[config.mk]
export PLATFORM = sky130hd
export DESIGN_NAME = seq_ctrl_top
export DESIGN_NICKNAME = d
export VERILOG_FILES = /design/src/logic/cpu_isa_pkg.sv /design/src/logic/seq_ctrl_pkg.sv /design/src/logic/ctrl_encoder.sv /design/src/logic/instr_decoder.sv /design/src/logic/seq_ctrl_top.sv /design/src/logic/seq_fsm.sv
export VERILOG_INCLUDE_DIRS = /design/src /design/src/logic
export SDC_FILE = /design/constraint.sdc
export NUM_CORES = 1
export LEC_CHECK = 0
export BUFFER_PORTS_ARGS = -buffer_cell sky130_fd_sc_hd__buf_2
export CAP_MARGIN = 10
export CORE_UTILIZATION = 40
export CTS_BUF_LIST = sky130_fd_sc_hd__clkbuf_8
export DETAILED_ROUTE_END_ITERATION = 7
export HOLD_SLACK_MARGIN = 0.03
export PLACE_DENSITY_LB_ADDON = 0.2
export RECOVER_POWER = 100
export SYNTH_ARGS = -nofsm -noshare
export SYNTH_HDL_FRONTEND = slang
export SYNTH_SLANG_ARGS = --single-unit
export TNS_END_PERCENT = 5
[constraint.sdc]
create_clock -name clk -period 1.5 [get_ports clk]
set_input_delay 0.075 -clock clk [delete_from_list [all_inputs] [get_ports clk]]
set_output_delay 0.075 -clock clk [all_outputs]
set_load 0.1 [all_outputs]
[src/logic/seq_ctrl_macros.svh]
`ifndef SEQ_CTRL_MACROS_SVH
`define SEQ_CTRL_MACROS_SVH

// --------------------------------------------------
// Datapath widths
// --------------------------------------------------

// Instruction word, also the CPU data word
`define SEQ_DATA_W 16

// Opcode field, top bits of the instruction word
`define SEQ_OPC_W 5

// Register file index, eight registers
`define SEQ_REG_W 3

// ALU operation code
`define SEQ_ALUOP_W 4

// --------------------------------------------------
// Controller widths
// --------------------------------------------------

// Sequencer state encoding, room left for growth
`define SEQ_STATE_W 4

`endif

[src/logic/cpu_isa_pkg.sv]
`default_nettype none

`include "seq_ctrl_macros.svh"

package cpu_isa_pkg;

    // --------------------------------------------------
    // Opcodes, IR[15:11]
    // --------------------------------------------------
    typedef enum logic [`SEQ_OPC_W-1:0] {
        OP_NOP = 5'd0,  // Codes 28..31 also act as NOP
        OP_HLT,
        OP_JMP,         // PC <= src1
        OP_JPL,         // Jump and link
        OP_RET,         // Return from JPL
        OP_OTR,         // Output <= register
        OP_OTM,         // Output <= memory, extra cycle
        OP_LDI,         // Load immediate low byte
        OP_LD,          // Load direct, extra cycle
        OP_ST,          // Store direct
        OP_STX,         // Store indexed
        OP_MOV,
        OP_BDQ,         // Direct branches
        OP_BDE,
        OP_BDT,
        OP_BDS,
        OP_BXQ,         // Indexed branches
        OP_BXE,
        OP_BXT,
        OP_BXS,
        OP_ADD,         // ALU group
        OP_SUB,         // CMP when IR[10] set
        OP_AND,
        OP_OR,
        OP_XOR,
        OP_NOT,
        OP_SHL,
        OP_SHR
    } opcode_e;

    // ALU operation codes, same order as the ALU opcodes
    typedef enum logic [`SEQ_ALUOP_W-1:0] {
        ALU_ADD  = 4'd0,
        ALU_SUB  = 4'd1,
        ALU_AND  = 4'd2,
        ALU_OR   = 4'd3,
        ALU_XOR  = 4'd4,
        ALU_NOT  = 4'd5,
        ALU_SHL  = 4'd6,
        ALU_SHR  = 4'd7,
        ALU_NONE = 4'd9     // Idle, no operation requested
    } alu_op_e;

    // ALU status flags, v in the MSB
    typedef struct packed {
        logic v;    // Overflow
        logic n;    // Negative
        logic c;    // Carry
        logic z;    // Zero
    } alu_flags_t;

    // --------------------------------------------------
    // Decoded instruction
    // --------------------------------------------------
    typedef struct packed {
        opcode_e                opcode;
        alu_op_e                alu_op;         // ALU_NONE outside the ALU group
        logic                   is_alu;
        logic                   ignore_dest;    // IR[10], flags only
        logic                   take_branch;    // Condition met on a branch
        logic                   branch_direct;  // BDx vs BXx
        logic [`SEQ_REG_W-1:0]  src1;
        logic [`SEQ_REG_W-1:0]  src2;
        logic [`SEQ_REG_W-1:0]  dest;
    } decoded_t;

endpackage

`default_nettype wire

[src/logic/seq_ctrl_pkg.sv]
`default_nettype none

`include "seq_ctrl_macros.svh"

package seq_ctrl_pkg;

    // --------------------------------------------------
    // Sequencer states
    // --------------------------------------------------
    typedef enum logic [`SEQ_STATE_W-1:0] {
        ST_RESET      = 4'd0,   // PC reset pulse
        ST_READY      = 4'd1,
        ST_FETCH_ADDR = 4'd2,   // PC to memory address
        ST_FETCH_IR   = 4'd3,   // Memory to IR, bump PC
        ST_DECODE     = 4'd4,
        ST_EXECUTE    = 4'd5,   // LD and OTM second half
        ST_ALU_WB     = 4'd6,   // ALU result to register file
        ST_HALT       = 4'd7    // Exit only through reset
    } seq_state_e;

    // --------------------------------------------------
    // Datapath mux selects
    // --------------------------------------------------
    typedef enum logic [1:0] {
        PC_BRANCH = 2'd0,       // Branch adder
        PC_RETURN = 2'd1,       // Stack register
        PC_SRC1   = 2'd2        // Register file port 1
    } pc_src_e;

    typedef enum logic [1:0] {
        ADDR_PC    = 2'd0,
        ADDR_SRC2  = 2'd1,      // Indexed store
        ADDR_IMM_L = 2'd2,      // Zero-extended low byte
        ADDR_IMM_H = 2'd3       // Zero-extended high field
    } addr_src_e;

    typedef enum logic [1:0] {
        DATA_IMM  = 2'd0,
        DATA_MEM  = 2'd1,
        DATA_ALU  = 2'd2,
        DATA_SRC1 = 2'd3
    } data_src_e;

    typedef enum logic {
        OUT_MEM = 1'b0,
        OUT_REG = 1'b1
    } out_src_e;

    // Full datapath control word, all enables active high
    typedef struct packed {
        logic                   pc_rst;
        logic                   pc_inc;
        logic                   pc_ld;
        pc_src_e                pc_src;
        logic                   bra_direct;
        logic                   stk_ld;
        logic                   ir_ld;
        logic                   mem_en;
        logic                   mem_wr;
        addr_src_e              addr_src;
        logic                   reg_we;
        data_src_e              data_src;
        logic                   alu_ld;
        cpu_isa_pkg::alu_op_e   alu_op;
        logic                   flg_ld;
        logic                   flg_rst;
        logic                   out_ld;
        out_src_e               out_sel;
    } ctrl_word_t;

endpackage

`default_nettype wire

[src/logic/ctrl_encoder.sv]
`timescale 1ns/1ps
`default_nettype none

module ctrl_encoder (
    input  wire seq_ctrl_pkg::seq_state_e state,
    input  wire cpu_isa_pkg::decoded_t    decoded,
    output seq_ctrl_pkg::ctrl_word_t      ctrl,
    output logic                          ready,
    output logic                          halt
);

    // All controls off, selects at their first value
    localparam seq_ctrl_pkg::ctrl_word_t CTRL_IDLE = '{
        pc_rst:     1'b0,
        pc_inc:     1'b0,
        pc_ld:      1'b0,
        pc_src:     seq_ctrl_pkg::PC_BRANCH,
        bra_direct: 1'b0,
        stk_ld:     1'b0,
        ir_ld:      1'b0,
        mem_en:     1'b0,
        mem_wr:     1'b0,
        addr_src:   seq_ctrl_pkg::ADDR_PC,
        reg_we:     1'b0,
        data_src:   seq_ctrl_pkg::DATA_IMM,
        alu_ld:     1'b0,
        alu_op:     cpu_isa_pkg::ALU_NONE,
        flg_ld:     1'b0,
        flg_rst:    1'b0,
        out_ld:     1'b0,
        out_sel:    seq_ctrl_pkg::OUT_MEM
    };

    always_comb begin
        ctrl  = CTRL_IDLE;
        ready = 1'b1;
        halt  = 1'b0;
        case (state)
            seq_ctrl_pkg::ST_RESET: begin
                ctrl.pc_rst = 1'b1;
                ready       = 1'b0;
            end
            seq_ctrl_pkg::ST_FETCH_ADDR: ctrl.mem_en = 1'b1;    // Read at PC
            seq_ctrl_pkg::ST_FETCH_IR: begin
                ctrl.ir_ld  = 1'b1;
                ctrl.pc_inc = 1'b1;     // Bump PC on the same edge
            end

            // --------------------------------------------------
            // Decode, single-cycle work happens here
            // --------------------------------------------------
            seq_ctrl_pkg::ST_DECODE: begin
                case (decoded.opcode)
                    cpu_isa_pkg::OP_HLT: ready = 1'b0;
                    cpu_isa_pkg::OP_JMP: begin
                        ctrl.pc_ld  = 1'b1;
                        ctrl.pc_src = seq_ctrl_pkg::PC_SRC1;
                    end
                    cpu_isa_pkg::OP_JPL: begin
                        ctrl.pc_ld  = 1'b1;
                        ctrl.pc_src = seq_ctrl_pkg::PC_SRC1;
                        ctrl.stk_ld = 1'b1;     // Save return address
                    end
                    cpu_isa_pkg::OP_RET: begin
                        ctrl.pc_ld  = 1'b1;
                        ctrl.pc_src = seq_ctrl_pkg::PC_RETURN;
                    end
                    cpu_isa_pkg::OP_OTR: begin
                        ctrl.out_ld  = 1'b1;
                        ctrl.out_sel = seq_ctrl_pkg::OUT_REG;
                    end
                    cpu_isa_pkg::OP_OTM, cpu_isa_pkg::OP_LD: begin
                        ctrl.mem_en   = 1'b1;   // Data lands in execute
                        ctrl.addr_src = seq_ctrl_pkg::ADDR_IMM_L;
                    end
                    cpu_isa_pkg::OP_LDI: begin
                        ctrl.reg_we   = 1'b1;
                        ctrl.data_src = seq_ctrl_pkg::DATA_IMM;
                    end
                    cpu_isa_pkg::OP_ST: begin
                        ctrl.mem_en   = 1'b1;
                        ctrl.mem_wr   = 1'b1;
                        ctrl.addr_src = seq_ctrl_pkg::ADDR_IMM_H;
                    end
                    cpu_isa_pkg::OP_STX: begin
                        ctrl.mem_en   = 1'b1;
                        ctrl.mem_wr   = 1'b1;
                        ctrl.addr_src = seq_ctrl_pkg::ADDR_SRC2;   // Address in src2
                    end
                    cpu_isa_pkg::OP_MOV: begin
                        ctrl.reg_we   = 1'b1;
                        ctrl.data_src = seq_ctrl_pkg::DATA_SRC1;
                    end
                    default: ;      // NOP, branches and ALU handled below
                endcase

                if (decoded.take_branch) begin
                    ctrl.pc_ld      = 1'b1;
                    ctrl.pc_src     = seq_ctrl_pkg::PC_BRANCH;
                    ctrl.bra_direct = decoded.branch_direct;
                    ctrl.flg_rst    = 1'b1;     // Condition consumed
                end

                if (decoded.is_alu) begin
                    ctrl.alu_op = decoded.alu_op;
                    ctrl.flg_ld = 1'b1;                     // Flags always kept
                    ctrl.alu_ld = !decoded.ignore_dest;     // CMP skips the result
                end
            end

            // --------------------------------------------------
            // Second cycle of LD and OTM
            // --------------------------------------------------
            seq_ctrl_pkg::ST_EXECUTE: begin
                if (decoded.opcode == cpu_isa_pkg::OP_LD) begin
                    ctrl.reg_we   = 1'b1;
                    ctrl.data_src = seq_ctrl_pkg::DATA_MEM;
                end else if (decoded.opcode == cpu_isa_pkg::OP_OTM) begin
                    ctrl.mem_en   = 1'b1;   // Hold the read while output loads
                    ctrl.addr_src = seq_ctrl_pkg::ADDR_IMM_L;
                    ctrl.out_ld   = 1'b1;
                    ctrl.out_sel  = seq_ctrl_pkg::OUT_MEM;
                end
            end
            seq_ctrl_pkg::ST_ALU_WB: begin
                ctrl.reg_we   = 1'b1;
                ctrl.data_src = seq_ctrl_pkg::DATA_ALU;
            end
            seq_ctrl_pkg::ST_HALT: begin
                halt  = 1'b1;
                ready = 1'b0;
            end
            default: ;      // ST_READY, nothing driven
        endcase
    end

endmodule

`default_nettype wire

[src/logic/instr_decoder.sv]
`timescale 1ns/1ps
`default_nettype none

`include "seq_ctrl_macros.svh"

module instr_decoder (
    input  wire logic [`SEQ_DATA_W-1:0] ir,
    input  wire cpu_isa_pkg::alu_flags_t alu_flags,
    output cpu_isa_pkg::decoded_t        decoded
);

    // IR field positions
    localparam int SRC1_LSB = 0;
    localparam int SRC2_LSB = 4;
    localparam int DEST_LSB = 8;
    localparam int IGN_BIT  = 10;     // Shares a bit with dest

    cpu_isa_pkg::opcode_e opcode;
    logic                 branch_cond;   // Flag rule for the branch kind
    logic                 is_branch;

    assign opcode = cpu_isa_pkg::opcode_e'(ir[`SEQ_DATA_W-1 -: `SEQ_OPC_W]);

    // --------------------------------------------------
    // Branch condition against the flags
    // --------------------------------------------------
    always_comb begin
        branch_cond = 1'b0;
        is_branch   = 1'b1;
        case (opcode)
            cpu_isa_pkg::OP_BDQ, cpu_isa_pkg::OP_BXQ: branch_cond = alu_flags.z;
            cpu_isa_pkg::OP_BDE, cpu_isa_pkg::OP_BXE: branch_cond = ~alu_flags.z;
            cpu_isa_pkg::OP_BDT, cpu_isa_pkg::OP_BXT: branch_cond = alu_flags.n ^ alu_flags.v;
            cpu_isa_pkg::OP_BDS, cpu_isa_pkg::OP_BXS: branch_cond = alu_flags.c;
            default:                                  is_branch   = 1'b0;
        endcase
    end

    // --------------------------------------------------
    // ALU op mapping and field split
    // --------------------------------------------------
    always_comb begin
        decoded        = '0;
        decoded.opcode = opcode;
        decoded.is_alu = 1'b1;          // Cleared below for the rest
        case (opcode)
            cpu_isa_pkg::OP_ADD: decoded.alu_op = cpu_isa_pkg::ALU_ADD;
            cpu_isa_pkg::OP_SUB: decoded.alu_op = cpu_isa_pkg::ALU_SUB;
            cpu_isa_pkg::OP_AND: decoded.alu_op = cpu_isa_pkg::ALU_AND;
            cpu_isa_pkg::OP_OR:  decoded.alu_op = cpu_isa_pkg::ALU_OR;
            cpu_isa_pkg::OP_XOR: decoded.alu_op = cpu_isa_pkg::ALU_XOR;
            cpu_isa_pkg::OP_NOT: decoded.alu_op = cpu_isa_pkg::ALU_NOT;
            cpu_isa_pkg::OP_SHL: decoded.alu_op = cpu_isa_pkg::ALU_SHL;
            cpu_isa_pkg::OP_SHR: decoded.alu_op = cpu_isa_pkg::ALU_SHR;
            default: begin
                decoded.alu_op = cpu_isa_pkg::ALU_NONE;
                decoded.is_alu = 1'b0;
            end
        endcase
        decoded.ignore_dest   = ir[IGN_BIT];
        decoded.take_branch   = is_branch & branch_cond;
        decoded.branch_direct = opcode inside {cpu_isa_pkg::OP_BDQ, cpu_isa_pkg::OP_BDE,
                                               cpu_isa_pkg::OP_BDT, cpu_isa_pkg::OP_BDS};
        decoded.src1          = ir[SRC1_LSB +: `SEQ_REG_W];
        decoded.src2          = ir[SRC2_LSB +: `SEQ_REG_W];
        decoded.dest          = ir[DEST_LSB +: `SEQ_REG_W];
    end

endmodule

`default_nettype wire

[src/logic/seq_ctrl_top.sv]
`timescale 1ns/1ps
`default_nettype none

`include "seq_ctrl_macros.svh"

module seq_ctrl_top (
    input  wire logic                    clk,
    input  wire logic                    rst_n,
    input  wire logic [`SEQ_DATA_W-1:0]  ir,
    input  wire cpu_isa_pkg::alu_flags_t alu_flags,
    output seq_ctrl_pkg::ctrl_word_t     ctrl,
    output logic [`SEQ_REG_W-1:0]        src1,
    output logic [`SEQ_REG_W-1:0]        src2,
    output logic [`SEQ_REG_W-1:0]        dest,
    output logic                         ready,
    output logic                         halt
);

    cpu_isa_pkg::decoded_t    decoded;  // Combinational from ir and flags
    seq_ctrl_pkg::seq_state_e state;

    // --------------------------------------------------
    // Decode, sequence, encode
    // --------------------------------------------------
    instr_decoder u_decoder (
        .ir        (ir),
        .alu_flags (alu_flags),
        .decoded   (decoded)
    );

    seq_fsm u_fsm (
        .clk     (clk),
        .rst_n   (rst_n),
        .decoded (decoded),
        .state   (state)        // Only registered stage
    );

    ctrl_encoder u_encoder (
        .state   (state),
        .decoded (decoded),
        .ctrl    (ctrl),
        .ready   (ready),
        .halt    (halt)
    );

    // Register file indices straight from the IR
    assign src1 = decoded.src1;
    assign src2 = decoded.src2;
    assign dest = decoded.dest;

endmodule

`default_nettype wire

[src/logic/seq_fsm.sv]
`timescale 1ns/1ps
`default_nettype none

module seq_fsm (
    input  wire logic                   clk,
    input  wire logic                   rst_n,
    input  wire cpu_isa_pkg::decoded_t  decoded,
    output seq_ctrl_pkg::seq_state_e    state
);

    seq_ctrl_pkg::seq_state_e next_state;

    // --------------------------------------------------
    // State register
    // --------------------------------------------------
    always_ff @(posedge clk) begin
        if (!rst_n) begin
            state <= seq_ctrl_pkg::ST_RESET;
        end else begin
            state <= next_state;
        end
    end

    // --------------------------------------------------
    // Next state
    // --------------------------------------------------
    always_comb begin
        next_state = seq_ctrl_pkg::ST_RESET;     // Illegal codes restart
        case (state)
            seq_ctrl_pkg::ST_RESET:      next_state = seq_ctrl_pkg::ST_READY;
            seq_ctrl_pkg::ST_READY:      next_state = seq_ctrl_pkg::ST_FETCH_ADDR;
            seq_ctrl_pkg::ST_FETCH_ADDR: next_state = seq_ctrl_pkg::ST_FETCH_IR;
            seq_ctrl_pkg::ST_FETCH_IR:   next_state = seq_ctrl_pkg::ST_DECODE;
            seq_ctrl_pkg::ST_DECODE: begin
                // Three-cycle instructions by default
                next_state = seq_ctrl_pkg::ST_FETCH_ADDR;
                if (decoded.opcode == cpu_isa_pkg::OP_HLT) begin
                    next_state = seq_ctrl_pkg::ST_HALT;
                end else if (decoded.opcode == cpu_isa_pkg::OP_LD ||
                             decoded.opcode == cpu_isa_pkg::OP_OTM) begin
                    next_state = seq_ctrl_pkg::ST_EXECUTE;   // Memory read latency
                end else if (decoded.is_alu && !decoded.ignore_dest) begin
                    next_state = seq_ctrl_pkg::ST_ALU_WB;    // Result write-back
                end
            end
            seq_ctrl_pkg::ST_EXECUTE:    next_state = seq_ctrl_pkg::ST_FETCH_ADDR;
            seq_ctrl_pkg::ST_ALU_WB:     next_state = seq_ctrl_pkg::ST_FETCH_ADDR;
            seq_ctrl_pkg::ST_HALT:       next_state = seq_ctrl_pkg::ST_HALT;  // Until reset
            default:                     next_state = seq_ctrl_pkg::ST_RESET;
        endcase
    end

endmodule

`default_nettype wire

======== After elaboration in Yosys (flattened, before gate mapping) ========
Index checks and enable logic that the tools add are counted.
storage, ports and cells
  output and inout port bits .............. 35
  ROM bits ................................ 0
  bits in latches ......................... 0
  bits in registers ....................... 4
  memories ................................ 0
  bits in writable memories ............... 0
operators by class
  $lt $le $gt $ge ......................... 0
  shift operators ......................... 0
  $add $sub $neg .......................... 0
  bitwise operators ....................... 3
  muxes and demuxes ....................... 35
  div/mod/pow operators ................... 0
  multipliers ............................. 0
  eq/ne operators ......................... 34
  reduce and logical (&&, ||, !) cells .... 17
operators by type and width
  cell                number
  $eq 5x5->1 const B  12
  $eq 5x4->1 const B  8
  $pmux 4 s8          1
  $pmux 4 s6          1
  $eq 5x3->1 const B  4
  $eq 4x3->1 const B  4
  $reduce_or 2->1     8
  $reduce_or 8->1     2
  $mux 1              13
  $mux 4              3
  $pmux 3 s2          2
  $eq 5x2->1 const B  2
  $pmux 3 s3          1
  $eq 4x2->1 const B  2
  $pmux 2 s2          2
  $mux 7              1
  $mux 2              3
  $mux 3              2
  $mux 6              1
  $pmux 2 s3          1
  $eq 5x1->1 const B  1
  $mux 5              1
  $eq 4x1->1 const B  1
  $logic_not 4->1     1
  other kinds (12)    12

======== Longest topological paths before layout ========
  depth in word-level cells ............... 8
  gate-level depth with buffers ........... 5
  mapped depth without buffers ............ 4

======== By module ========
From an unflattened synthesis, not the netlist that was laid out.
second synthesis, totals
  cells, all modules ...................... 119
  area, all modules ....................... 827.0 um^2
by module, submodules not included
  module         seq. area each (um^2)  area each (um^2)  times used  cells an instance
  ctrl_encoder   0.0                    404.1             1           62
  seq_fsm        60.1                   212.7             1           27
  instr_decoder  0.0                    210.2             1           30

======== Worst setup path before layout ========
No wires, ideal clock.
  kind .................................... register to output
  start point ............................. register u_fsm.state[1]
  end point ............................... output port ctrl[15] (netlist bit)
  slack ................................... -2.346 ns
  path buffers ............................ 1
  data arrival time ....................... 3.771 ns
  cell stages (with the launch flop) ...... 6
  cell sequence ........................... dfxtp_1 -> buf_6 -> nor3b_2 -> nand2_1 -> nor3_1 -> or3_1
RTL lines
  item                    RTL line            source
  from (decl)             seq_fsm.sv:8        output seq_ctrl_pkg::seq_state_e state
  from (signal assigned)  seq_fsm.sv:18       state <= seq_ctrl_pkg::ST_RESET;
  from (signal assigned)  seq_fsm.sv:20       state <= next_state;
  to (decl)               seq_ctrl_top.sv:11  output seq_ctrl_pkg::ctrl_word_t ctrl,

==> summary.txt <==
==================================================================================================
Most instantiated library cell after synthesis                                        sky130_fd_sc_hd__buf_4
Average size of a mapped cell                                                            6.99 um^2
Flop pwr share                                                                               12.7%
Post-synthesis cell count                                                                      108
Count of flip-flops with a built-in enable after synthesis                                       0
Routability congestion estimate from global placement                                        0.800
CP Capture Type                                                                       primary output
Die Area                                                                                 2060 um^2
Cell type contributing the most total cell area after synthesis                       sky130_fd_sc_hd__buf_4
Final instance area                                                                      1580 um^2
Post-route total power                                                                  0.000827 W
Global-route wire length before repair                                                     4.79 mm
Maximum net fanout on the critical path                                                          4
Setup repair after global routing missed its margin                                            yes
Insertion delay of the later-clocked pin in the worst-skew pair                             230 ps
Failing checks                                                                        setup timing
Die Width                                                                                  45.4 um
Reported net switching power                                                            0.000402 W
Register area share after synthesis                                                          7.96%
Final Critical Period                                                                      1740 ps
Commonest cells post-synth                                                            13 x sky130_fd_sc_hd__buf_4, 11 x sky130_fd_sc_hd__nor2_1, 10 x sky130_fd_sc_hd__nor3_1
Endpoint arrival time on the critical path                                                 1660 ps
Fraction of the core area covered by cells at the end of the flow                            90.6%
Clk pwr share                                                                                30.6%
Y dimension of the die                                                                     45.4 um
Minimum hold slack                                                                          109 ps
Worst Max-Slew Pin Slew                                                                    1200 ps
Initial antenna violation count                                                                  0
Summed instance area of the synthesized netlist                                           754 um^2
Count of buffers from port buffering                                                            38
Number of synthesis warnings                                                                     0
Distinct cells, synth                                                                           41
Number of remaining DRC errors                                                                   0
Net count of the finished layout                                                               169
Synth top area share                                                                         12.9%
Most used flip-flop cell after synthesis                                              sky130_fd_sc_hd__dfxtp_1
Flip-flop count of the largest register after layout                                             3
Max-cap violations                                                                               0
Leading registers by flop count                                                       u_fsm.state x3
Worst setup skew after layout                                                              9.32 ps
Hold-fix buffers at CTS                                                                          0
Power density over cell area                                                           523 nW/um^2
Max-slew violation count                                                                         0
Final number of setup-violating endpoints                                                       19
Layout overhead on the synthesized area                                                       110%
Peak supply drop                                                                            328 uV
Total leakage power                                                                       0.632 nW
Hold Path Class                                                                             in2reg
Register name with the most flops                                                      u_fsm.state
Startpoint type of the worst setup path                                                       flop
Routed length per instance                                                                 18.5 um
Post-DR vias/cell                                                                             5.87
Share of total power in combinational logic                                                  56.8%
TritonCTS Buffers                                                                                3
Final setup slack of the worst path                                                        -238 ps
Switching share of power                                                                     48.6%
Total half-perimeter wirelength after legalization and detailed placement                  2.14 mm
Core ar.                                                                                 1750 um^2
Number of global-route vias before repair                                                      948
Aggregate global routing overflow                                                                0
Number of I/O pins                                                                              57
Std-Cell Rows                                                                                   15
Share of async-settable or async-resettable flops after synthesis                               0%
Final Hold Viols                                                                                 0
Clk root buf                                                                          sky130_fd_sc_hd__clkbuf_8
Relative max-transition margin                                                               20.6%
Share of the cycle needed by the critical path after routing                                  116%
Internal                                                                                0.000425 W
Antenna cell count                                                                               0
Buffer depth of the longest clock path                                                           2
Detailed-route via count                                                                      1004
Worst Path Class, Setup                                                                    reg2out
Length of the first detailed-routing pass in iterations                                          4
Starting utilization of the core area                                                        43.2%
Ratio of cells with drive above 1 in the final layout                                        63.0%
FF+latch count, synth                                                                            3
Nets in the synthesized netlist                                                                130
Required time at the endpoint of the critical path                                         1420 ps
Total global-route track usage                                                               33.2%
Top area cells in the synthesized netlist                                             sky130_fd_sc_hd__buf_4 13%, sky130_fd_sc_hd__dfxtp_1 8.0%, sky130_fd_sc_hd__nor3_1 6.6%
Number of antenna-violating nets in the routed design                                            0
Placed Instance Area                                                                     1450 um^2
Clock transition time at the flip-flop clock pins of the worst setup and hold paths          40 ps
Status                                                                                finished, violations left
FMAX                                                                                       575 MHz
Number of sinks on the clock net                                                                 3
Number of DRC markers after the initial detailed-route iteration                                22
Maximum number of pins on one net before global-route repair                                    18
H-tree depth                                                                                     1
Clock tree from TritonCTS                                                                     done
Final routed wirelength across all metal layers                                            3.17 mm
==================================================================================================
[power by group through the flow]
stage,logic (W),registers (W),clock network [W]
2_1_floorplan,0.000419,0.0000953,0
3_3_place_gp,0.000428,0.000102,0
3_5_place_dp,0.000442,0.000103,0
4_1_cts,0.000460,0.000103,0.000238
5_1_grt,0.000486,0.000106,0.000259
6_report,0.000470,0.000105,0.000253
[cell type report]
cell class,instances,area [um^2]
repair buffers,54,698
clock inverters,1,3.75
clock buffers,3,41.3
multi-input cells,81,721
fillers,78,164
inverters,4,17.5
flip-flops and latches,3,68.8
well taps,25,31.3
[layout by cell type (no fill, tap or decap), drive strengths merged, types with 3 or more instances in the layout]
cell and n:
xnor2 5, nor3 10, nand2b 3, a21oi 6, nor3b 3, o21ai 4
nand2 6, dfxtp 3, nor2 11, inv 5, o21a 3, a31oi 3
clkbuf 4, buf 53
[critical path, cell delays in order, from the launching register on]
cell and delay (ps):
sky130_fd_sc_hd__dfxtp_4 360, sky130_fd_sc_hd__nor4b_4 340, sky130_fd_sc_hd__nand3_2 180, sky130_fd_sc_hd__buf_4 190, sky130_fd_sc_hd__o21bai_4 160, sky130_fd_sc_hd__buf_12 190
[worst paths after layout]
check / startpoint / end / slack [ps] / cells after the start
worst max register to register: u_fsm.state[0]$_SDFF_PN0_ / u_fsm.state[2]$_SDFF_PN0_ / 200 / 5
worst max-delay path: u_fsm.state[1]$_SDFF_PN0_ / ctrl[9] / -240 / 5
worst min register to register: u_fsm.state[2]$_SDFF_PN0_ / u_fsm.state[1]$_SDFF_PN0_ / 700 / 3
worst min-delay path: rst_n / u_fsm.state[2]$_SDFF_PN0_ / 110 / 2
[stage by stage]
| step | setup slack (ps) | TNS (ps) | cells |
|---|---|---|---|
| after floorplan | -683 | -9850 | 108 |
| after global routing | -284 | -3160 | 171 |
| final | -238 | -2350 | 171 |
| after global placement | -5.53 | -5.53 | 166 |
| after CTS | -173 | -1560 | 171 |
| after detailed placement | -55.2 | -106 | 166 |
[cells by family after synthesis]
kind of cell | synth area share, %
simple gates | 41.1
compound gates | 22.1
buf+inv | 21.9
xor+xnor | 6.97
flops | 7.96
[timing repair]
item                                    4_1_cts  5_1_grt
pin swaps                                     8        4
gates resized for setup                      19        5
endpoints found under the setup margin       24       23
buffers inserted                              1        0
endpoints found under the hold margin         0        0
[per-layer routing]
layer | GRT usage (%) | share of wire [%] | wire length (um) | up-vias
met5 | 0 | 0 | 0 | -
met4 | 22.4 | 4.6 | 145 | 0
met3 | 3.97 | 5.9 | 186 | 16
met2 | 52.9 | 50 | 1600 | 65
met1 | 41.5 | 39 | 1240 | 478
li1 | - | - | - | 445
(Power assumes the default switching activity.)
